$ cat src/verilog/csr_defs_pkg.sv
package csr_defs_pkg;

  localparam int xlen_w = 32;

  // CSR access kinds, the immediate forms share the same codes
  typedef enum logic [1:0] {
    csr_op_none = 2'd0,
    csr_op_rw   = 2'd1,
    csr_op_rs   = 2'd2,
    csr_op_rc   = 2'd3
  } csr_op_t;

  typedef enum logic [1:0] {
    prv_u = 2'd0,
    prv_s = 2'd1,
    prv_m = 2'd3
  } priv_t;

  // --------------------
  // Implemented CSRs
  // --------------------
  localparam logic [11:0] csr_mstatus  = 12'h300;
  localparam logic [11:0] csr_mtvec    = 12'h305;
  localparam logic [11:0] csr_mscratch = 12'h340;
  localparam logic [11:0] csr_mepc     = 12'h341;
  localparam logic [11:0] csr_mcause   = 12'h342;
  localparam logic [11:0] csr_minstret = 12'hb02;

  // xIE, xPIE, SPP and MPP
  localparam logic [xlen_w-1:0] mstatus_wmask = 32'h0000_19bb;

endpackage

$ cat src/verilog/csu_types_pkg.sv
package csu_types_pkg;

  localparam int rnid_w = 6;

  // One instruction as it leaves the scheduler
  typedef struct packed {
    logic              valid;
    logic [31:0]       inst;
    logic              rs1_valid;
    logic [rnid_w-1:0] rs1_rnid;
    logic              rd_valid;
    logic [rnid_w-1:0] rd_rnid;
  } issue_t;

  // Write-back and forwarding bus entry
  typedef struct packed {
    logic                             valid;
    logic [rnid_w-1:0]                rnid;
    logic [csr_defs_pkg::xlen_w-1:0]  data;
  } phy_wr_t;

  // --------------------
  // Completion causes
  // --------------------
  typedef enum logic [2:0] {
    mret         = 3'd0,
    sret         = 3'd1,
    uret         = 3'd2,
    ecall_u      = 3'd3,
    ecall_s      = 3'd4,
    ecall_m      = 3'd5,
    illegal_inst = 3'd6,
    silent_flush = 3'd7  // Refetch after a CSR side effect
  } except_t;

endpackage

$ cat src/verilog/csu_ifs.sv
// CSR read port, answered in the same cycle
interface csr_rd_if
  import csr_defs_pkg::*;
();

  logic              valid;
  logic [11:0]       addr;
  logic [xlen_w-1:0] data;
  logic              resp_error;

  modport master (
    output valid,
    output addr,
    input  data,
    input  resp_error
  );

  modport slave (
    input  valid,
    input  addr,
    output data,
    output resp_error
  );

endinterface

// CSR write port, committed on the next edge
interface csr_wr_if
  import csr_defs_pkg::*;
();

  logic              valid;
  logic [11:0]       addr;
  logic [xlen_w-1:0] data;
  logic              resp_error;

  modport master (output valid, output addr, output data, input resp_error);

  modport slave (input valid, input addr, input data, output resp_error);

endinterface

$ cat src/verilog/csu_decoder.sv
module csu_decoder
  import csr_defs_pkg::*;
(
  input  logic [31:0] i_inst,
  output csr_op_t     o_op,
  output logic        o_is_mret,
  output logic        o_is_sret,
  output logic        o_is_uret,
  output logic        o_is_ecall,
  output logic        o_is_ebreak,
  output logic        o_is_fence_i,
  output logic        o_is_sfence_vma,
  output logic        o_csr_update
);

  typedef enum logic [6:0] {
    opc_misc_mem = 7'b0001111,
    opc_system   = 7'b1110011
  } opcode_t;

  opcode_t     opcode;
  logic [2:0]  funct3;
  logic [11:0] funct12;
  logic        regs_zero;

  assign opcode    = opcode_t'(i_inst[6:0]);
  assign funct3    = i_inst[14:12];
  assign funct12   = i_inst[31:20];
  assign regs_zero = (i_inst[19:15] == 5'd0) && (i_inst[11:7] == 5'd0);

  always_comb begin
    o_op            = csr_op_none;
    o_is_mret       = 1'b0;
    o_is_sret       = 1'b0;
    o_is_uret       = 1'b0;
    o_is_ecall      = 1'b0;
    o_is_ebreak     = 1'b0;
    o_is_fence_i    = 1'b0;
    o_is_sfence_vma = 1'b0;
    if (opcode == opc_system) begin
      case (funct3)
        3'b001, 3'b101: o_op = csr_op_rw;  // Register and immediate forms
        3'b010, 3'b110: o_op = csr_op_rs;
        3'b011, 3'b111: o_op = csr_op_rc;
        3'b000: begin
          o_is_ecall  = regs_zero && (funct12 == 12'h000);
          o_is_ebreak = regs_zero && (funct12 == 12'h001);
          o_is_uret   = regs_zero && (funct12 == 12'h002);
          o_is_sret   = regs_zero && (funct12 == 12'h102);
          o_is_mret   = regs_zero && (funct12 == 12'h302);
          o_is_sfence_vma = (i_inst[31:25] == 7'b0001001) && (i_inst[11:7] == 5'd0);
        end
        default: ;
      endcase
    end else if (opcode == opc_misc_mem) begin
      o_is_fence_i = (funct3 == 3'b001);
    end
  end

  assign o_csr_update = (o_op != csr_op_none);

endmodule

$ cat src/verilog/csu_pipe.sv
module csu_pipe
  import csr_defs_pkg::*;
  import csu_types_pkg::*;
#(
  parameter int num_tgt = 2,
  parameter int index_w = 8
)(
  input  logic                i_clk,
  input  logic                i_reset_n,

  input  issue_t              i_issue,
  input  logic [index_w-1:0]  i_index,

  output logic                o_rs1_rd_valid,
  output logic [rnid_w-1:0]   o_rs1_rnid,
  input  logic [xlen_w-1:0]   i_rs1_data,

  input  phy_wr_t             i_tgt [num_tgt],
  input  priv_t               i_priv,

  output logic                o_early_valid,
  output logic [rnid_w-1:0]   o_early_rnid,
  output phy_wr_t             o_wr,

  output logic                o_done,
  output logic [index_w-1:0]  o_done_index,
  output logic                o_except_valid,
  output except_t             o_except_type,

  output logic                o_sfence_valid,
  output logic                o_sfence_rs1_x0,
  output logic [xlen_w-1:0]   o_sfence_vaddr,
  output logic                o_fence_i,

  csr_rd_if.master            rd,
  csr_wr_if.master            wr
);

  typedef struct packed {
    csr_op_t op;
    logic    is_mret;
    logic    is_sret;
    logic    is_uret;
    logic    is_ecall;
    logic    is_fence_i;
    logic    is_sfence_vma;
    logic    csr_update;
  } pipe_ctrl_t;

  pipe_ctrl_t          w_ex0_ctrl;

  issue_t              r_ex1_issue;
  pipe_ctrl_t          r_ex1_ctrl;
  logic [index_w-1:0]  r_ex1_index;

  issue_t              r_ex2_issue;
  pipe_ctrl_t          r_ex2_ctrl;
  logic [index_w-1:0]  r_ex2_index;
  logic [num_tgt-1:0]  w_ex2_fwd_hit;
  logic [xlen_w-1:0]   w_ex2_fwd_data;
  logic [xlen_w-1:0]   w_ex2_rs1;
  logic [xlen_w-1:0]   w_ex2_result;

  issue_t              r_ex3_issue;
  pipe_ctrl_t          r_ex3_ctrl;
  logic [index_w-1:0]  r_ex3_index;
  logic [xlen_w-1:0]   r_ex3_result;
  logic [xlen_w-1:0]   r_ex3_csr_data;
  logic                r_ex3_rd_error;
  logic                w_ex3_wr_error;
  logic                w_ex3_rs1_x0;

  csu_decoder u_decoder (
    .i_inst          (i_issue.inst),
    .o_op            (w_ex0_ctrl.op),
    .o_is_mret       (w_ex0_ctrl.is_mret),
    .o_is_sret       (w_ex0_ctrl.is_sret),
    .o_is_uret       (w_ex0_ctrl.is_uret),
    .o_is_ecall      (w_ex0_ctrl.is_ecall),
    .o_is_ebreak     (),
    .o_is_fence_i    (w_ex0_ctrl.is_fence_i),
    .o_is_sfence_vma (w_ex0_ctrl.is_sfence_vma),
    .o_csr_update    (w_ex0_ctrl.csr_update)
  );

  always_ff @(posedge i_clk or negedge i_reset_n) begin
    if (!i_reset_n) begin
      r_ex1_issue <= '0;
      r_ex1_ctrl  <= '0;
      r_ex2_issue <= '0;
      r_ex2_ctrl  <= '0;
      r_ex3_issue <= '0;
      r_ex3_ctrl  <= '0;
    end else begin
      r_ex1_issue <= i_issue;
      r_ex1_ctrl  <= w_ex0_ctrl;
      r_ex2_issue <= r_ex1_issue;
      r_ex2_ctrl  <= r_ex1_ctrl;
      r_ex3_issue <= r_ex2_issue;
      r_ex3_ctrl  <= r_ex2_ctrl;
    end
  end

  always_ff @(posedge i_clk) begin
    r_ex1_index    <= i_index;
    r_ex2_index    <= r_ex1_index;
    r_ex3_index    <= r_ex2_index;
    r_ex3_result   <= w_ex2_result;
    r_ex3_csr_data <= rd.data;
    r_ex3_rd_error <= rd.valid & rd.resp_error;
  end

  // --------------------
  // ex1
  // --------------------
  assign o_rs1_rd_valid = r_ex1_issue.valid & r_ex1_issue.rs1_valid;
  assign o_rs1_rnid     = r_ex1_issue.rs1_rnid;
  assign o_early_valid  = r_ex1_issue.valid & r_ex1_issue.rd_valid;
  assign o_early_rnid   = r_ex1_issue.rd_rnid;

  // --------------------
  // ex2
  // --------------------
  for (genvar g = 0; g < num_tgt; g++) begin : g_fwd
    assign w_ex2_fwd_hit[g] = r_ex2_issue.rs1_valid & i_tgt[g].valid &
                              (i_tgt[g].rnid == r_ex2_issue.rs1_rnid) &
                              (i_tgt[g].rnid != '0);  // x0 never forwards
  end

  always_comb begin
    w_ex2_fwd_data = '0;
    for (int i = 0; i < num_tgt; i++) begin
      if (w_ex2_fwd_hit[i]) w_ex2_fwd_data = w_ex2_fwd_data | i_tgt[i].data;
    end
  end

  assign w_ex2_rs1 = !r_ex2_issue.rs1_valid ? {{(xlen_w-5){1'b0}}, r_ex2_issue.inst[19:15]} :
                     |w_ex2_fwd_hit         ? w_ex2_fwd_data :
                                              i_rs1_data;

  assign rd.valid = r_ex2_issue.valid & r_ex2_ctrl.csr_update;
  assign rd.addr  = r_ex2_issue.inst[31:20];

  always_comb begin
    case (r_ex2_ctrl.op)
      csr_op_rs: w_ex2_result = rd.data | w_ex2_rs1;
      csr_op_rc: w_ex2_result = rd.data & ~w_ex2_rs1;
      default:   w_ex2_result = w_ex2_rs1;  // rw, and the sfence address
    endcase
  end

  // --------------------
  // ex3
  // --------------------
  assign w_ex3_rs1_x0 = (r_ex3_issue.inst[19:15] == 5'd0);

  assign wr.valid = r_ex3_issue.valid & r_ex3_ctrl.csr_update &
                    !(((r_ex3_ctrl.op == csr_op_rs) || (r_ex3_ctrl.op == csr_op_rc)) &
                      w_ex3_rs1_x0);
  assign wr.addr  = r_ex3_issue.inst[31:20];
  assign wr.data  = r_ex3_result;
  assign w_ex3_wr_error = wr.valid & wr.resp_error;

  assign o_wr.valid = r_ex3_issue.valid & r_ex3_issue.rd_valid;
  assign o_wr.rnid  = r_ex3_issue.rd_rnid;
  assign o_wr.data  = r_ex3_csr_data;

  assign o_done         = r_ex3_issue.valid;
  assign o_done_index   = r_ex3_index;
  assign o_except_valid = r_ex3_issue.valid &
                          (r_ex3_ctrl.csr_update | r_ex3_ctrl.is_mret | r_ex3_ctrl.is_sret |
                           r_ex3_ctrl.is_uret | r_ex3_ctrl.is_ecall | r_ex3_ctrl.is_fence_i |
                           r_ex3_rd_error | w_ex3_wr_error);

  assign o_except_type = r_ex3_ctrl.is_mret                          ? mret :
                         r_ex3_ctrl.is_sret                          ? sret :
                         r_ex3_ctrl.is_uret                          ? uret :
                         r_ex3_ctrl.is_ecall && (i_priv == prv_u)    ? ecall_u :
                         r_ex3_ctrl.is_ecall && (i_priv == prv_s)    ? ecall_s :
                         r_ex3_ctrl.is_ecall                         ? ecall_m :
                         (r_ex3_rd_error | w_ex3_wr_error)           ? illegal_inst :
                                                                       silent_flush;

  assign o_sfence_valid  = r_ex3_issue.valid & r_ex3_ctrl.is_sfence_vma;
  assign o_sfence_rs1_x0 = w_ex3_rs1_x0;
  assign o_sfence_vaddr  = r_ex3_result;
  assign o_fence_i       = r_ex3_issue.valid & r_ex3_ctrl.is_fence_i;

  // Issue keeps CSR instructions apart
  a_done_spaced: assert property (@(posedge i_clk) disable iff (!i_reset_n)
    o_done |=> !o_done);

  // A CSR write completes the read of the same CSR one cycle earlier
  a_wr_at_done: assert property (@(posedge i_clk) disable iff (!i_reset_n)
    wr.valid |-> o_done && $past(rd.valid) && (wr.addr == $past(rd.addr)));

endmodule

$ cat src/verilog/csr_file.sv
module csr_file
  import csr_defs_pkg::*;
(
  input  logic     i_clk,
  input  logic     i_reset_n,
  input  priv_t    i_priv,
  input  logic     i_retire,
  csr_rd_if.slave  rd,
  csr_wr_if.slave  wr
);

  logic [xlen_w-1:0] r_mstatus;
  logic [xlen_w-1:0] r_mtvec;
  logic [xlen_w-1:0] r_mepc;
  logic [xlen_w-1:0] r_mcause;
  logic [xlen_w-1:0] r_mscratch;
  logic [xlen_w-1:0] r_minstret;
  logic              w_rd_known;
  logic              w_wr_commit;

  function automatic logic csr_known(input logic [11:0] addr);
    return (addr == csr_mstatus) || (addr == csr_mtvec) || (addr == csr_mepc) ||
           (addr == csr_mcause) || (addr == csr_mscratch) || (addr == csr_minstret);
  endfunction

  // --------------------
  // Read
  // --------------------
  always_comb begin
    w_rd_known = 1'b1;
    case (rd.addr)
      csr_mstatus:  rd.data = r_mstatus;
      csr_mtvec:    rd.data = r_mtvec;
      csr_mepc:     rd.data = r_mepc;
      csr_mcause:   rd.data = r_mcause;
      csr_mscratch: rd.data = r_mscratch;
      csr_minstret: rd.data = r_minstret;
      default: begin
        rd.data    = '0;
        w_rd_known = 1'b0;
      end
    endcase
  end

  assign rd.resp_error = rd.valid & (!w_rd_known | (rd.addr[9:8] > i_priv));

  // --------------------
  // Write
  // --------------------
  assign wr.resp_error = wr.valid & (!csr_known(wr.addr) | (wr.addr[9:8] > i_priv) |
                                     (wr.addr[11:10] == 2'b11));  // Read-only space
  assign w_wr_commit   = wr.valid & !wr.resp_error;

  always_ff @(posedge i_clk or negedge i_reset_n) begin
    if (!i_reset_n) begin
      r_mstatus  <= '0;
      r_mtvec    <= '0;
      r_mepc     <= '0;
      r_mcause   <= '0;
      r_mscratch <= '0;
      r_minstret <= '0;
    end else begin
      if (w_wr_commit) begin
        case (wr.addr)
          csr_mstatus:  r_mstatus  <= wr.data & mstatus_wmask;
          csr_mtvec:    r_mtvec    <= wr.data;
          csr_mepc:     r_mepc     <= wr.data;
          csr_mcause:   r_mcause   <= wr.data;
          csr_mscratch: r_mscratch <= wr.data;
          default: ;
        endcase
      end
      if (w_wr_commit && (wr.addr == csr_minstret)) begin
        r_minstret <= wr.data;  // Write wins over a retire
      end else begin
        r_minstret <= r_minstret + xlen_w'(i_retire);
      end
    end
  end

  a_no_write_on_error: assert property (@(posedge i_clk) disable iff (!i_reset_n)
    (wr.valid && wr.resp_error) |=>
      $stable({r_mstatus, r_mtvec, r_mepc, r_mcause, r_mscratch}) &&
      (r_minstret == $past(r_minstret) + xlen_w'($past(i_retire))));

endmodule

$ cat src/verilog/csu_top.sv
module csu_top
  import csr_defs_pkg::*;
  import csu_types_pkg::*;
#(
  parameter int num_tgt = 2,
  parameter int index_w = 8
)(
  input  logic                            i_clk,
  input  logic                            i_reset_n,

  input  logic                            i_issue_valid,
  input  logic [31:0]                     i_issue_inst,
  input  logic                            i_issue_rs1_valid,
  input  logic [rnid_w-1:0]               i_issue_rs1_rnid,
  input  logic                            i_issue_rd_valid,
  input  logic [rnid_w-1:0]               i_issue_rd_rnid,
  input  logic [index_w-1:0]              i_issue_index,

  output logic                            o_rs1_rd_valid,
  output logic [rnid_w-1:0]               o_rs1_rnid,
  input  logic [xlen_w-1:0]               i_rs1_data,

  input  logic [num_tgt-1:0]              i_tgt_valid,
  input  logic [num_tgt-1:0][rnid_w-1:0]  i_tgt_rnid,
  input  logic [num_tgt-1:0][xlen_w-1:0]  i_tgt_data,

  input  priv_t                           i_priv,
  input  logic                            i_retire,

  output logic                            o_early_valid,
  output logic [rnid_w-1:0]               o_early_rnid,
  output logic                            o_wr_valid,
  output logic [rnid_w-1:0]               o_wr_rnid,
  output logic [xlen_w-1:0]               o_wr_data,

  output logic                            o_done,
  output logic [index_w-1:0]              o_done_index,
  output logic                            o_except_valid,
  output except_t                         o_except_type,

  output logic                            o_sfence_valid,
  output logic                            o_sfence_rs1_x0,
  output logic [xlen_w-1:0]               o_sfence_vaddr,
  output logic                            o_fence_i
);

  issue_t  w_issue;
  phy_wr_t w_tgt [num_tgt];
  phy_wr_t w_wr;

  csr_rd_if u_rd_if ();
  csr_wr_if u_wr_if ();

  assign w_issue = '{valid:     i_issue_valid,
                     inst:      i_issue_inst,
                     rs1_valid: i_issue_rs1_valid,
                     rs1_rnid:  i_issue_rs1_rnid,
                     rd_valid:  i_issue_rd_valid,
                     rd_rnid:   i_issue_rd_rnid};

  for (genvar g = 0; g < num_tgt; g++) begin : g_tgt
    assign w_tgt[g] = '{valid: i_tgt_valid[g], rnid: i_tgt_rnid[g], data: i_tgt_data[g]};
  end

  assign o_wr_valid = w_wr.valid;
  assign o_wr_rnid  = w_wr.rnid;
  assign o_wr_data  = w_wr.data;

  csu_pipe #(
    .num_tgt (num_tgt),
    .index_w (index_w)
  ) u_pipe (
    .i_clk           (i_clk),
    .i_reset_n       (i_reset_n),
    .i_issue         (w_issue),
    .i_index         (i_issue_index),
    .o_rs1_rd_valid  (o_rs1_rd_valid),
    .o_rs1_rnid      (o_rs1_rnid),
    .i_rs1_data      (i_rs1_data),
    .i_tgt           (w_tgt),
    .i_priv          (i_priv),
    .o_early_valid   (o_early_valid),
    .o_early_rnid    (o_early_rnid),
    .o_wr            (w_wr),
    .o_done          (o_done),
    .o_done_index    (o_done_index),
    .o_except_valid  (o_except_valid),
    .o_except_type   (o_except_type),
    .o_sfence_valid  (o_sfence_valid),
    .o_sfence_rs1_x0 (o_sfence_rs1_x0),
    .o_sfence_vaddr  (o_sfence_vaddr),
    .o_fence_i       (o_fence_i),
    .rd              (u_rd_if.master),
    .wr              (u_wr_if.master)
  );

  csr_file u_csr_file (
    .i_clk     (i_clk),
    .i_reset_n (i_reset_n),
    .i_priv    (i_priv),
    .i_retire  (i_retire),
    .rd        (u_rd_if.slave),
    .wr        (u_wr_if.slave)
  );

endmodule

$ cat config.mk
export PLATFORM = sky130hd
export DESIGN_NAME = csu_top
export DESIGN_NICKNAME = d
export VERILOG_FILES = /design/src/verilog/csr_defs_pkg.sv /design/src/verilog/csu_types_pkg.sv /design/src/verilog/csu_ifs.sv /design/src/verilog/csu_decoder.sv /design/src/verilog/csu_pipe.sv /design/src/verilog/csr_file.sv /design/src/verilog/csu_top.sv
export SDC_FILE = /design/constraint.sdc
export NUM_CORES = 1
export LEC_CHECK = 0
export ABC_AREA = 1
export BUFFER_PORTS_ARGS = -buffer_cell sky130_fd_sc_hd__buf_4
export CORE_UTILIZATION = 30
export CTS_CLUSTER_SIZE = 12
export DETAILED_ROUTE_END_ITERATION = 8
export GPL_TIMING_DRIVEN = 0
export PLACE_DENSITY = 0.52
export SETUP_SLACK_MARGIN = 0.15
export SYNTH_ARGS = -nofsm -noshare
export SYNTH_HDL_FRONTEND = slang
export SYNTH_SLANG_ARGS = --single-unit
$ cat constraint.sdc
create_clock -name i_clk -period 7.9 [get_ports i_clk]
set_clock_uncertainty 0.15 [all_clocks]
set_input_delay 1.975 -clock i_clk [delete_from_list [all_inputs] [get_ports i_clk]]
set_output_delay 1.975 -clock i_clk [all_outputs]
set_load 0.02 [all_outputs]
# Word-level counts from Yosys, hierarchy flattened
# Index checks and enable logic that the tools add are counted.
[totals]
input_bits = 170
regBits = 419
[classes]
magnitude_cmp = 2
bitwise = 36
reduce_logical = 38
n_addsub = 1
eq_ne = 32
muxes = 29
[ops]
columns = ["cell", "n"]
rows = [
  ["$pmux W32 S6", 1],
  ["$mux W32", 5],
  ["$eq A12 B10 Y1 const B", 11],
  ["$or A32 B32 Y32", 2],
  ["$pmux W32 S2", 1],
  ["$add A32 B1 Y32", 1],
  ["$and A32 B32 Y32", 1],
  ["$not A32 Y32", 1],
  ["$eq A12 B12 Y1 const B", 2],
  ["$and A1 B1 Y1", 21],
  ["$mux W3", 6],
  ["$logic_not A5 Y1", 3],
  ["$eq A7 B4 Y1 const B", 2],
  ["$mux W1", 14],
  ["$eq A12 B2 Y1 const B", 1],
  ["$eq A12 B9 Y1 const B", 1],
  ["$eq A6 B6 Y1", 2],
  ["$logic_not A12 Y1", 1],
  ["$reduce_bool A6 Y1", 2],
  ["$or A1 B1 Y1", 11],
  ["$eq A2 B2 Y1 const B", 5],
  ["$reduce_and A2 Y1", 5],
  ["$eq A3 B3 Y1 const B", 3],
  ["$logic_and A1 B1 Y1", 9],
  ["14 further kinds", 27],
]

# Depth between registers and ports, before layout
# Gate-level depths: netlist of run 1.
[logic_depth]
depth_word = 19
depth_mapped = 14
ltp_nobuf = 14

# By module
# From an unflattened synthesis of run 1, not the netlist that was laid out.
[unflattened]
cells_unflattened = 2085
hier_area_um2 = 17327.9
[by_module_without_submodules]
columns = ["module", "cells_per_inst", "n_inst", "area_per_inst_um2"]
rows = [
  ["csr_file", 1289, 1, 9427.8],
  ["csu_pipe", 723, 1, 7551.0],
  ["csu_decoder", 73, 1, 349.1],
]

# Least setup slack after synthesis of run 1
# No wires, ideal clock.
[synth_timing]
kind = "input to output"
from = "input i_priv[1]"
to = "output o_except_valid"
t_arrival_ns = 3.438
stages = 8
required_time_ns = 5.775
slack_ns = 2.337
path_buffers = 0
path_cell_list = "inv_1 -> ha_1 -> inv_1 -> nor2_1 -> a2bb2oi_1 -> o21bai_1 -> nand2_1 -> a31oi_1"
[synth_between]
elab_chain_cells = 7
[synth_lines]
columns = ["element", "line", "rtl"]
rows = [
  ["start, declared", "csu_top.sv:27", "input priv_t i_priv,"],
  ["$gt A2 B2 Y1", "csr_file.sv:50", "assign wr.resp_error = wr.valid & (!csr_known(wr.addr) | (wr.addr[9:8] > i_priv) |"],
  ["$or A1 B1 Y1 (2 in series)", "csr_file.sv:50", ""],
  ["$and A1 B1 Y1", "csr_file.sv:50", ""],
  ["$and A1 B1 Y1", "csu_pipe.sv:162", "assign w_ex3_wr_error = wr.valid & wr.resp_error;"],
  ["$or A1 B1 Y1", "csu_pipe.sv:173", "r_ex3_rd_error | w_ex3_wr_error);"],
  ["$and A1 B1 Y1", "csu_pipe.sv:170", "assign o_except_valid = r_ex3_issue.valid &"],
  ["end, declared", "csu_top.sv:38", "output logic o_except_valid,"],
]
# No other way between the ends.

# Worst setup path in the final report of run 1
# Same ends and word-level chain as after synthesis.

==> results of run 1 <==
worst max-delay path: stages:
cell,delay (ns)
sky130_fd_sc_hd__buf_4,0.08
sky130_fd_sc_hd__inv_1,0.07
sky130_fd_sc_hd__ha_1,0.30
sky130_fd_sc_hd__inv_1,0.04
sky130_fd_sc_hd__nor2_1,0.08
sky130_fd_sc_hd__a2bb2oi_1,0.42
sky130_fd_sc_hd__o21bai_1,0.19
sky130_fd_sc_hd__nand2_1,0.12
sky130_fd_sc_hd__a31oi_1,0.19
sky130_fd_sc_hd__buf_4,0.17
cells in the final DEF, fill, tap and decap left out, types with 29 or more instances in the layout:
cell type / synthesis / final
sky130_fd_sc_hd__clkbuf_16: 0 / 43
sky130_fd_sc_hd__nor2_1: 124 / 124
sky130_fd_sc_hd__inv_1: 167 / 167
sky130_fd_sc_hd__buf_6: 29 / 29
sky130_fd_sc_hd__nand3_1: 193 / 193
sky130_fd_sc_hd__clkbuf_1: 24 / 37
sky130_fd_sc_hd__buf_4: 26 / 295
sky130_fd_sc_hd__dfxtp_1: 89 / 89
sky130_fd_sc_hd__nand2_1: 573 / 573
sky130_fd_sc_hd__dfrtp_1: 284 / 284
sky130_fd_sc_hd__nand4_1: 43 / 43
sky130_fd_sc_hd__o21ai_1: 136 / 136
sky130_fd_sc_hd__a21oi_1: 38 / 38
sky130_fd_sc_hd__o21ai_2: 31 / 31
through the flow:
stage	hold WS, ns	worst slack [ns]
finish	0.175	2.13
global route	0.180	1.96
CTS	0.174	2.11
detailed placement	0.163	2.12
global placement	0.161	2.13
floorplan	0.160	2.34
routing by layer:
metal	wire [um]	part of all wire, %	GRT usage (%)
met2	26600	46	33.3
met5	0	0	0
met3	4280	7.4	4.30
met1	25300	44	27.5
met4	1360	2.4	6.18
sequential cells by signal (all words and copies together), names as in the netlist, 12 cells and up:
name                   flops
u_pipe.wr.addr            12
u_pipe.rd.addr            12
u_csr_file.r_minstret     32
u_csr_file.r_mtvec        32
u_pipe.r_ex1_issue        20
u_csr_file.r_mepc         32
u_csr_file.r_mscratch     32
u_pipe.r_ex3_csr_data     32
u_pipe.r_ex2_issue        20
u_pipe.o_sfence_vaddr     32
u_csr_file.r_mcause       32
worst max path at each step:
| stage | to | slack (ns) | cells after the start |
|---|---|---|---|
| after floorplan | o_except_valid | 2.34 | 8 |
| after global placement | u_csr_file.r_mscratch[16] | 2.13 | 1 |
| after detailed placement | o_except_valid | 2.12 | 10 |
| after CTS | o_except_valid | 2.11 | 10 |
| after global routing | o_except_valid | 1.96 | 10 |
| final | o_except_valid | 2.13 | 10 |
power by group through the flow:
stage / clock network, mW / registers, mW / logic (mW)
detailed placement: 0 / 2.04 / 0.335
global route: 2.09 / 2.02 / 0.368
global placement: 0 / 2.04 / 0.329
CTS: 2.01 / 2.01 / 0.336
finish: 1.96 / 2.01 / 0.331
floorplan: 0 / 2.04 / 0.142
final cells by class:
type | count | area (um2) | share of cell area (%)
Clock buffer | 64 | 1230 | 5.92
Inverter | 169 | 634 | 3.04
Clock inverter | 15 | 144 | 0.690
Multi-Input combinational cell | 1302 | 6280 | 30.1
Tap cell | 696 | 871 | 4.18
Buffer | 100 | 711 | 3.41
Sequential cell | 373 | 8890 | 42.6
Timing Repair Buffer | 272 | 2090 | 10.0
cell families after synthesis:
logic type / after synthesis / synth area share, %
simple gates: 1012 / 27.2
flops: 373 / 53.8
buf+inv: 269 / 8.15
compound gates: 252 / 8.71
xor+xnor: 32 / 1.70
fa+ha+maj: 6 / 0.455
==> flow_summary.toml, run 1 <==
[detailed_routing]
routed_len_inst_um = 19.2
drt_first_iter_violations = 1008
vias = 14400
firstDrtPassIters = 5
avgViaCountPerCell = 4.81
drt_drc_violations_left = 0
route.antenna.remaining_nets = 0
finalWirelength_um = 57600

[worst_hold_path]
timing.hold.worst_path_depth = 0
hold_path.startpoint = "u_pipe.r_ex2_index[7]"
whs_endpoint = "u_pipe.o_done_index[7]"
hold_class = "reg -> reg"

[sta]
unrepaired_setup_endpoints_after_global_routing = "false"
setup_viol = 0
timing.slew.headroom_pct = 39.1
timing.final.hold_violations = 0
finalCriticalPeriod_ns = 5.77
maxClockFrequency_ghz = 0.173
final-max-slew-violation-count = 0
worst_slew_pin_slew_ns = 0.913
fin_tns_setup_ns = 0
final.period_utilization_pct = 73.0

[synth]
netlist_top_cells_area = "sky130_fd_sc_hd__dfrtp_1 (43%), sky130_fd_sc_hd__nand2_1 (13%), sky130_fd_sc_hd__dfxtp_1 (11%)"
asyncSetResetFlopFracSynth_pct = 76.1
synth_edf_count = 0
netlist_instances = 1944
synth_warnings = 0
synth_most_common_cell = "sky130_fd_sc_hd__nand2_1"
synth_top_cells_by_count = "sky130_fd_sc_hd__nand2_1 (573), sky130_fd_sc_hd__dfrtp_1 (284), sky130_fd_sc_hd__nand3_1 (193)"
synth_largest_type_area_fraction_pct = 43.0
post_synth_instance_area_um2 = 16500
postSynthAreaPerCell_um2 = 8.49
ys_seq_elements = 373
mappedNetlistNets = 2120
ys_types = 46
synth_flop_cell = "sky130_fd_sc_hd__dfrtp_1"
synth.yosys.seq_area_share_pct = 53.8
synth_top_cell_by_area = "sky130_fd_sc_hd__dfrtp_1"

[clocking]
cts.root.buffer_cell = "sky130_fd_sc_hd__clkbuf_16"
cts_htree_levels = 2
cts_max_path_bufs = 3
cts-resized-gates = 0
post_cts.repair.setup_buffers = 0
ctsHoldBuffers = 0
clk_pin_slew_worst_paths_ns = 0.06
clock_latency_ns = 0.59
numCtsBuffers = 43
cts_tree = "done"
clock-sinks = 373

[setup_path]
reg2reg_slack_ns = 5.05
crit_fanout = 3
r2r_start = "u_pipe.rd.addr[1]"
required_ns = 5.78
timing_worst_setup_path_type = "in -> out"
worst-r2r-cell-count = 10
cp-end-kind = "primary output"
startpoint_type = "input pin"
rr_endpoint = "u_pipe.o_sfence_vaddr[15]"
critPathArrivalTime_ns = 3.64
critical_path.startpoint = "i_priv[1]"

[global_routing]
via_count_of_the_first_global_routing_pass = 14197
globalRouteOverflowTotal = 0
grt_antenna_before_repair = 1
track_usage_pct = 20.6
grt_max_degree = 113
global_route_wire_length_before_repair_um = 86800

[placed_design]
post-place-cells = 2912
post-dp-hpwl_um = 43700
gp_routability_congestion = 0.916
placed_cell_area_um2 = 19500
io_buffer_count = 270

[outcome]
status = "finished, final reports clean"

[die]
die_h_um = 237
fp.dieArea_um2 = 56000
ios = 271
chipWidth_um = 237
std_cell_rows = 85
design.core.area_um2 = 54100
initial_utilization_pct = 30.5

[power]
powerDensity_nw_per_um2 = 206
power_switching_share_pct = 24.9
power.total_mw = 4.30
switching_power_mw = 1.07
vdd_ir_drop_max_mv = 0.163
pwr-share-seq_pct = 46.7
cell_internal_pwr_mw = 3.23
pwr-share-clk_pct = 45.6
leakage_nw = 10.2
share_comb_of_total_power_pct = 7.7

[finish]
final.fill_count = 5562
layoutNonFillerInstCount = 2991
finish.utilization_pct = 38.5
n_antenna_cell = 0
layout-area-overhead-vs-synth_pct = 26.3
final_design_area_no_fill_um2 = 20900
fin_nets = 2437
final_layout_size_suffix_gt1_share_pct = 20.7

[flow_run]
maxCapViolations = 0
Note: power is estimated with default switching activity, not from simulation.
==> run 2: changes to the inputs <==
--- a/config.mk
+++ b/config.mk
@@ -5,7 +5,7 @@
 export SDC_FILE = /design/constraint.sdc
 export NUM_CORES = 1
 export LEC_CHECK = 0
-export ABC_AREA = 1
+export ABC_AREA = 0
 export BUFFER_PORTS_ARGS = -buffer_cell sky130_fd_sc_hd__buf_4
 export CORE_UTILIZATION = 30
 export CTS_CLUSTER_SIZE = 12
==> constraint.sdc (replaced) <==
create_clock -name i_clk -period 5.93 [get_ports i_clk]
set_clock_uncertainty 0.15 [all_clocks]
set_input_delay 1.4825 -clock i_clk [delete_from_list [all_inputs] [get_ports i_clk]]
set_output_delay 1.4825 -clock i_clk [all_outputs]
set_load 0.02 [all_outputs]
==> flow_summary.toml, run 2 <==
[sta]
final-max-slew-violation-count = 0
maxClockFrequency_ghz = 0.200
setup_viol = 0
timing.final.hold_violations = 0
timing.slew.headroom_pct = 13.4
fin_tns_setup_ns = 0
final.period_utilization_pct = 84.5
unrepaired_setup_endpoints_after_global_routing = "false"
finalCriticalPeriod_ns = 5.01
worst_slew_pin_slew_ns = 1.30

[flow_run]
maxCapViolations = 0

[worst_hold_path]
hold_path.startpoint = "u_pipe.r_ex2_index[1]"
hold_class = "reg -> reg"
whs_endpoint = "u_pipe.o_done_index[1]"
timing.hold.worst_path_depth = 0

[synth]
synth_flop_cell = "sky130_fd_sc_hd__dfrtp_1"
synth_top_cells_by_count = "sky130_fd_sc_hd__dfrtp_1 (284), sky130_fd_sc_hd__mux2_2 (142), sky130_fd_sc_hd__dfxtp_1 (89)"
asyncSetResetFlopFracSynth_pct = 76.1
synth_warnings = 0
postSynthAreaPerCell_um2 = 12.5
synth_most_common_cell = "sky130_fd_sc_hd__dfrtp_1"
synth.yosys.seq_area_share_pct = 60.0
synth_edf_count = 0
netlist_instances = 1185
post_synth_instance_area_um2 = 14800
ys_types = 60
ys_seq_elements = 373
synth_top_cell_by_area = "sky130_fd_sc_hd__dfrtp_1"
synth_largest_type_area_fraction_pct = 48.0
netlist_top_cells_area = "sky130_fd_sc_hd__dfrtp_1 (48%), sky130_fd_sc_hd__dfxtp_1 (12%), sky130_fd_sc_hd__mux2_2 (11%)"
mappedNetlistNets = 1361

[detailed_routing]
firstDrtPassIters = 6
routed_len_inst_um = 20.0
avgViaCountPerCell = 4.83
finalWirelength_um = 44100
vias = 10627
drt_drc_violations_left = 0
drt_first_iter_violations = 543
route.antenna.remaining_nets = 0

[setup_path]
rr_endpoint = "u_pipe.o_sfence_vaddr[5]"
critical_path.startpoint = "i_priv[1]"
r2r_start = "u_pipe.r_ex2_issue[9]"
startpoint_type = "input pin"
cp-end-kind = "primary output"
reg2reg_slack_ns = 2.25
critPathArrivalTime_ns = 3.38
worst-r2r-cell-count = 8
timing_worst_setup_path_type = "in -> out"
crit_fanout = 3
required_ns = 4.30

[power]
cell_internal_pwr_mw = 4.39
powerDensity_nw_per_um2 = 298
power_switching_share_pct = 23.1
vdd_ir_drop_max_mv = 0.173
switching_power_mw = 1.32
leakage_nw = 8.77
pwr-share-clk_pct = 46.4
power.total_mw = 5.70
pwr-share-seq_pct = 47.2
share_comb_of_total_power_pct = 6.4

[die]
ios = 271
initial_utilization_pct = 30.3
die_h_um = 224
std_cell_rows = 81
fp.dieArea_um2 = 50300
design.core.area_um2 = 48800
chipWidth_um = 224

[global_routing]
grt_antenna_before_repair = 1
grt_max_degree = 117
global_route_wire_length_before_repair_um = 66700
globalRouteOverflowTotal = 0
track_usage_pct = 17.6
via_count_of_the_first_global_routing_pass = 10893

[clocking]
cts_max_path_bufs = 3
clock_latency_ns = 0.57
clock-sinks = 373
clk_pin_slew_worst_paths_ns = 0.05
ctsHoldBuffers = 0
cts_tree = "done"
post_cts.repair.setup_buffers = 0
cts_htree_levels = 2
numCtsBuffers = 43
cts.root.buffer_cell = "sky130_fd_sc_hd__clkbuf_16"
cts-resized-gates = 0

[finish]
layout-area-overhead-vs-synth_pct = 29.3
most-common-layout-cells = "sky130_fd_sc_hd__buf_4 (287), sky130_fd_sc_hd__dfrtp_1 (284), sky130_fd_sc_hd__mux2_2 (142)"
layout_commonest_cell = "sky130_fd_sc_hd__buf_4"
final_layout_size_suffix_gt1_share_pct = 34.4
fin_nets = 1678

[placed_design]
io_buffer_count = 270
gp_routability_congestion = 0.805
post-dp-hpwl_um = 32000

[outcome]
status = "finished, final reports clean"
==> run 2: changes by cell type in the layout (fill, tap and decap cells not counted), sizes merged, moves of 62 or more <==
cell / delta
mux2: +144
nor2: -79
inv: -156
nand3: -156
o21ai: -163
nand2: -492
mux2i: +62
==> run 2: layer usage <==
metal  global-route usage (%)  part of all wire, %
met2                     28.7                   48
met1                     23.0                   44
met3                     3.66                  5.5
met4                     6.71                  3.0
met5                        0                    0
==> run 2: cells by family after synthesis <==
kind of cell / after synthesis / share of synthesized area (%)
flops: 373 / 60.0
simple gates: 273 / 9.30
fa+ha+maj: 7 / 0.574
buf+inv: 100 / 3.18
mux: 206 / 15.1
xor+xnor: 42 / 2.48
compound gates: 184 / 9.33
==> run 2: worst max-delay path, cell delays in order <==
cell and delay, ns:
sky130_fd_sc_hd__buf_4 0.12, sky130_fd_sc_hd__inv_1 0.10, sky130_fd_sc_hd__ha_1 0.25, sky130_fd_sc_hd__nor2b_1 0.13, sky130_fd_sc_hd__o21ai_0 0.20, sky130_fd_sc_hd__nand4b_1 0.12, sky130_fd_sc_hd__o21bai_1 0.18, sky130_fd_sc_hd__a2111o_1 0.44
sky130_fd_sc_hd__o21a_1 0.20, sky130_fd_sc_hd__buf_4 0.15
==> run 2: stage by stage <==
stage	area (um2)	std cells	hold slack (ns)	worst slack (ns)	util [%]
global route	19200	2200	0.180	0.790	39.2
finish	19200	2201	0.173	0.922	39.2
CTS	19100	2199	0.175	0.912	39.2
global placement	17700	2119	0.160	0.649	36.2
floorplan	14800	1185	0.160	1.14	-
detailed placement	17700	2121	0.162	0.915	36.3
==> run 2: worst max-delay path by stage <==
| stage | slack (ns) | cells past startpoint | endpoint |
|---|---|---|---|
| 2_1_floorplan | 1.14 | 8 | o_except_type[0] |
| 3_3_place_gp | 0.65 | 1 | u_csr_file.r_mcause[22] |
| 3_5_place_dp | 0.92 | 10 | o_except_valid |
| 4_1_cts | 0.91 | 10 | o_except_valid |
| 5_1_grt | 0.79 | 10 | o_except_type[0] |
| 6_report | 0.92 | 10 | o_except_valid |
==> run 2: final cells by class <==
cell class	instances	area, um2
Clock inverter	14	159
Multi-Input combinational cell	712	5460
Antenna cell	2	5.00
Timing Repair Buffer	272	2090
Buffer	83	407
Sequential cell	373	8890
Tap cell	664	831
Clock buffer	64	1260
Inverter	17	63.8
Fill cell	4808	29700
==> run 2: power by group through the flow <==
stage	Clock, mW	Sequential (mW)	Combinational (mW)
floorplan	0	2.73	0.135
global placement	0	2.74	0.360
detailed placement	0	2.74	0.371
CTS	2.72	2.69	0.372
global route	2.84	2.70	0.398
finish	2.65	2.69	0.365
==> run 3: changes to the inputs <==
--- a/config.mk
+++ b/config.mk
@@ -11,7 +11,7 @@
 export CTS_CLUSTER_SIZE = 12
 export DETAILED_ROUTE_END_ITERATION = 8
 export GPL_TIMING_DRIVEN = 0
-export PLACE_DENSITY = 0.52
+export PLACE_DENSITY = 0.54
 export SETUP_SLACK_MARGIN = 0.15
 export SYNTH_ARGS = -nofsm -noshare
 export SYNTH_HDL_FRONTEND = slang
==> constraint.sdc (replaced) <==
create_clock -name i_clk -period 4.2 [get_ports i_clk]
set_clock_uncertainty 0.15 [all_clocks]
set_input_delay 1.05 -clock i_clk [delete_from_list [all_inputs] [get_ports i_clk]]
set_output_delay 1.05 -clock i_clk [all_outputs]
set_load 0.02 [all_outputs]
==> flow_summary.toml, run 3 (synthesis results as in run 2) <==
[outcome]
status = "finished, final reports clean"

[die]
chipWidth_um = 224
fp.dieArea_um2 = 50300
die_h_um = 224
std_cell_rows = 81
ios = 271
design.core.area_um2 = 48800
initial_utilization_pct = 30.3

[finish]
layout-area-overhead-vs-synth_pct = 29.2
fin_nets = 1679
final.fill_count = 4770
layoutNonFillerInstCount = 2202
final_design_area_no_fill_um2 = 19100
final_layout_size_suffix_gt1_share_pct = 34.7
layout_commonest_cell = "sky130_fd_sc_hd__buf_4"
finish.utilization_pct = 39.2
most-common-layout-cells = "sky130_fd_sc_hd__buf_4 (288), sky130_fd_sc_hd__dfrtp_1 (284), sky130_fd_sc_hd__mux2_2 (142)"

[sta]
final.period_utilization_pct = 94.9
timing.final.hold_violations = 0
timing.slew.headroom_pct = 25.9
hold_slack_ns = 0.174
finalCriticalPeriod_ns = 3.98
fin_tns_setup_ns = 0
final-max-slew-violation-count = 0
worst_slew_pin_slew_ns = 1.10
setup_viol = 0
final.setup.worst_slack_ns = 0.216
unrepaired_setup_endpoints_after_global_routing = "true"
maxClockFrequency_ghz = 0.251

[placed_design]
placed_cell_area_um2 = 17700
post-place-cells = 2121
gp_routability_congestion = 0.853
post-dp-hpwl_um = 31700
io_buffer_count = 270
worst_case_setup_slack_after_placement_ns = -0.328

[clocking]
ctsHoldBuffers = 0
post_cts.repair.setup_buffers = 0
cts_htree_levels = 2
cts.root.buffer_cell = "sky130_fd_sc_hd__clkbuf_16"
clock_latency_ns = 0.58
cts_tree = "done"
clock-sinks = 373
numCtsBuffers = 43
clk_pin_slew_worst_paths_ns = 0.05
cts_max_path_bufs = 3

[power]
share_comb_of_total_power_pct = 6.5
switching_power_mw = 1.93
powerDensity_nw_per_um2 = 419
cell_internal_pwr_mw = 6.10
vdd_ir_drop_max_mv = 0.269
pwr-share-clk_pct = 46.1
leakage_nw = 8.76
power_switching_share_pct = 24.0
pwr-share-seq_pct = 47.4
power.total_mw = 8.03

[detailed_routing]
drt_drc_violations_left = 0
routed_len_inst_um = 19.8
finalWirelength_um = 43700
firstDrtPassIters = 6
avgViaCountPerCell = 4.79
drt_first_iter_violations = 553
route.antenna.remaining_nets = 0
vias = 10540

[setup_path]
crit_fanout = 3
cp-end-kind = "primary output"
timing_worst_setup_path_type = "in -> out"
critPathTopFamily = "compound AO/OA/AOI/OAI gates"
crit_path_top_delay_cell = "sky130_fd_sc_hd__a2111o_1"
critical_path.startpoint = "i_priv[1]"
required_ns = 3.00
slowest_delay_ns = 0.39
r2r_start = "u_pipe.r_ex2_issue[9]"
critical_path.most_common_cell = "sky130_fd_sc_hd__buf_4"
number_of_buffer_and_inverter_instances_along_the_worst_setup_path = 3
critPathArrivalTime_ns = 2.78
startpoint_type = "input pin"
worstPathCellList = "buf_4, inv_2, ha_1, nor2b_1, o21ai_1, nand4b_1, o21bai_1, a2111o_1, o21a_1, buf_4"

[worst_hold_path]
hold_path.startpoint = "u_pipe.r_ex2_index[7]"
hold_class = "reg -> reg"

[global_routing]
grt_antenna_before_repair = 2
global_route_wire_length_before_repair_um = 65700
via_count_of_the_first_global_routing_pass = 10848
track_usage_pct = 17.4
grt_max_degree = 118
globalRouteOverflowTotal = 0

[flow_run]
maxCapViolations = 0
==> run 3: changes by cell type in the layout (fill, tap and decap cells not counted), sizes merged <==
cell      previous run  this run
inv                 18        21
diode                2         1
clkinv              10        12
buf                309       310
bufinv               3         2
clkbuf             110       105
clkinvlp             0         2
==> run 3: layout make-up <==
| class | count | area (um2) | area share (%) |
|---|---|---|---|
| Clock inverter | 20 | 193 | 1.01 |
| Buffer | 83 | 407 | 2.12 |
| Tap cell | 664 | 831 | 4.34 |
| Antenna cell | 1 | 2.50 | 0.0131 |
| Sequential cell | 373 | 8890 | 46.4 |
| Inverter | 17 | 63.8 | 0.333 |
| Clock buffer | 59 | 1210 | 6.31 |
| Multi-Input combinational cell | 712 | 5460 | 28.5 |
| Timing Repair Buffer | 273 | 2100 | 11.0 |
==> run 3: power by group through the flow <==
stage	Sequential, mW	Combinational (mW)	Clock (mW)
CTS	3.81	0.526	3.82
global placement	3.87	0.509	0
detailed placement	3.87	0.524	0
floorplan	3.86	0.190	0
global route	3.82	0.567	3.97
finish	3.81	0.518	3.70
==> run 3: worst paths after layout <==
path / end / slack, ns / depth (start not counted)
max in group asynchronous: u_csr_file.r_minstret[16] / 2.59 / 2
setup / recovery: o_except_valid / 0.22 / 10
setup reg to reg: u_pipe.o_sfence_vaddr[8] / 0.68 / 8
hold / removal: u_pipe.o_done_index[7] / 0.17 / 0
hold reg to reg: u_pipe.o_done_index[7] / 0.17 / 0
min in group asynchronous: u_pipe.r_ex2_issue[5] / 0.30 / 1
==> run 3: per-layer routing <==
layer  part of all wire [%]  up-vias  wire (um)  GRT usage, %
met5                      0        -          0             0
met1                     44     5320      19200          22.7
met2                     48      264      20800          28.8
li1                       -     4884          -             -
met4                    3.0        0       1320          6.23
met3                    5.3       72       2310          3.25
==> run 3: what timing repair did <==
action | 4_1_cts | 5_1_grt
pin swaps | 2 | 1
resized for setup | 2 | 1
setup endpoints to repair | 2 | 3
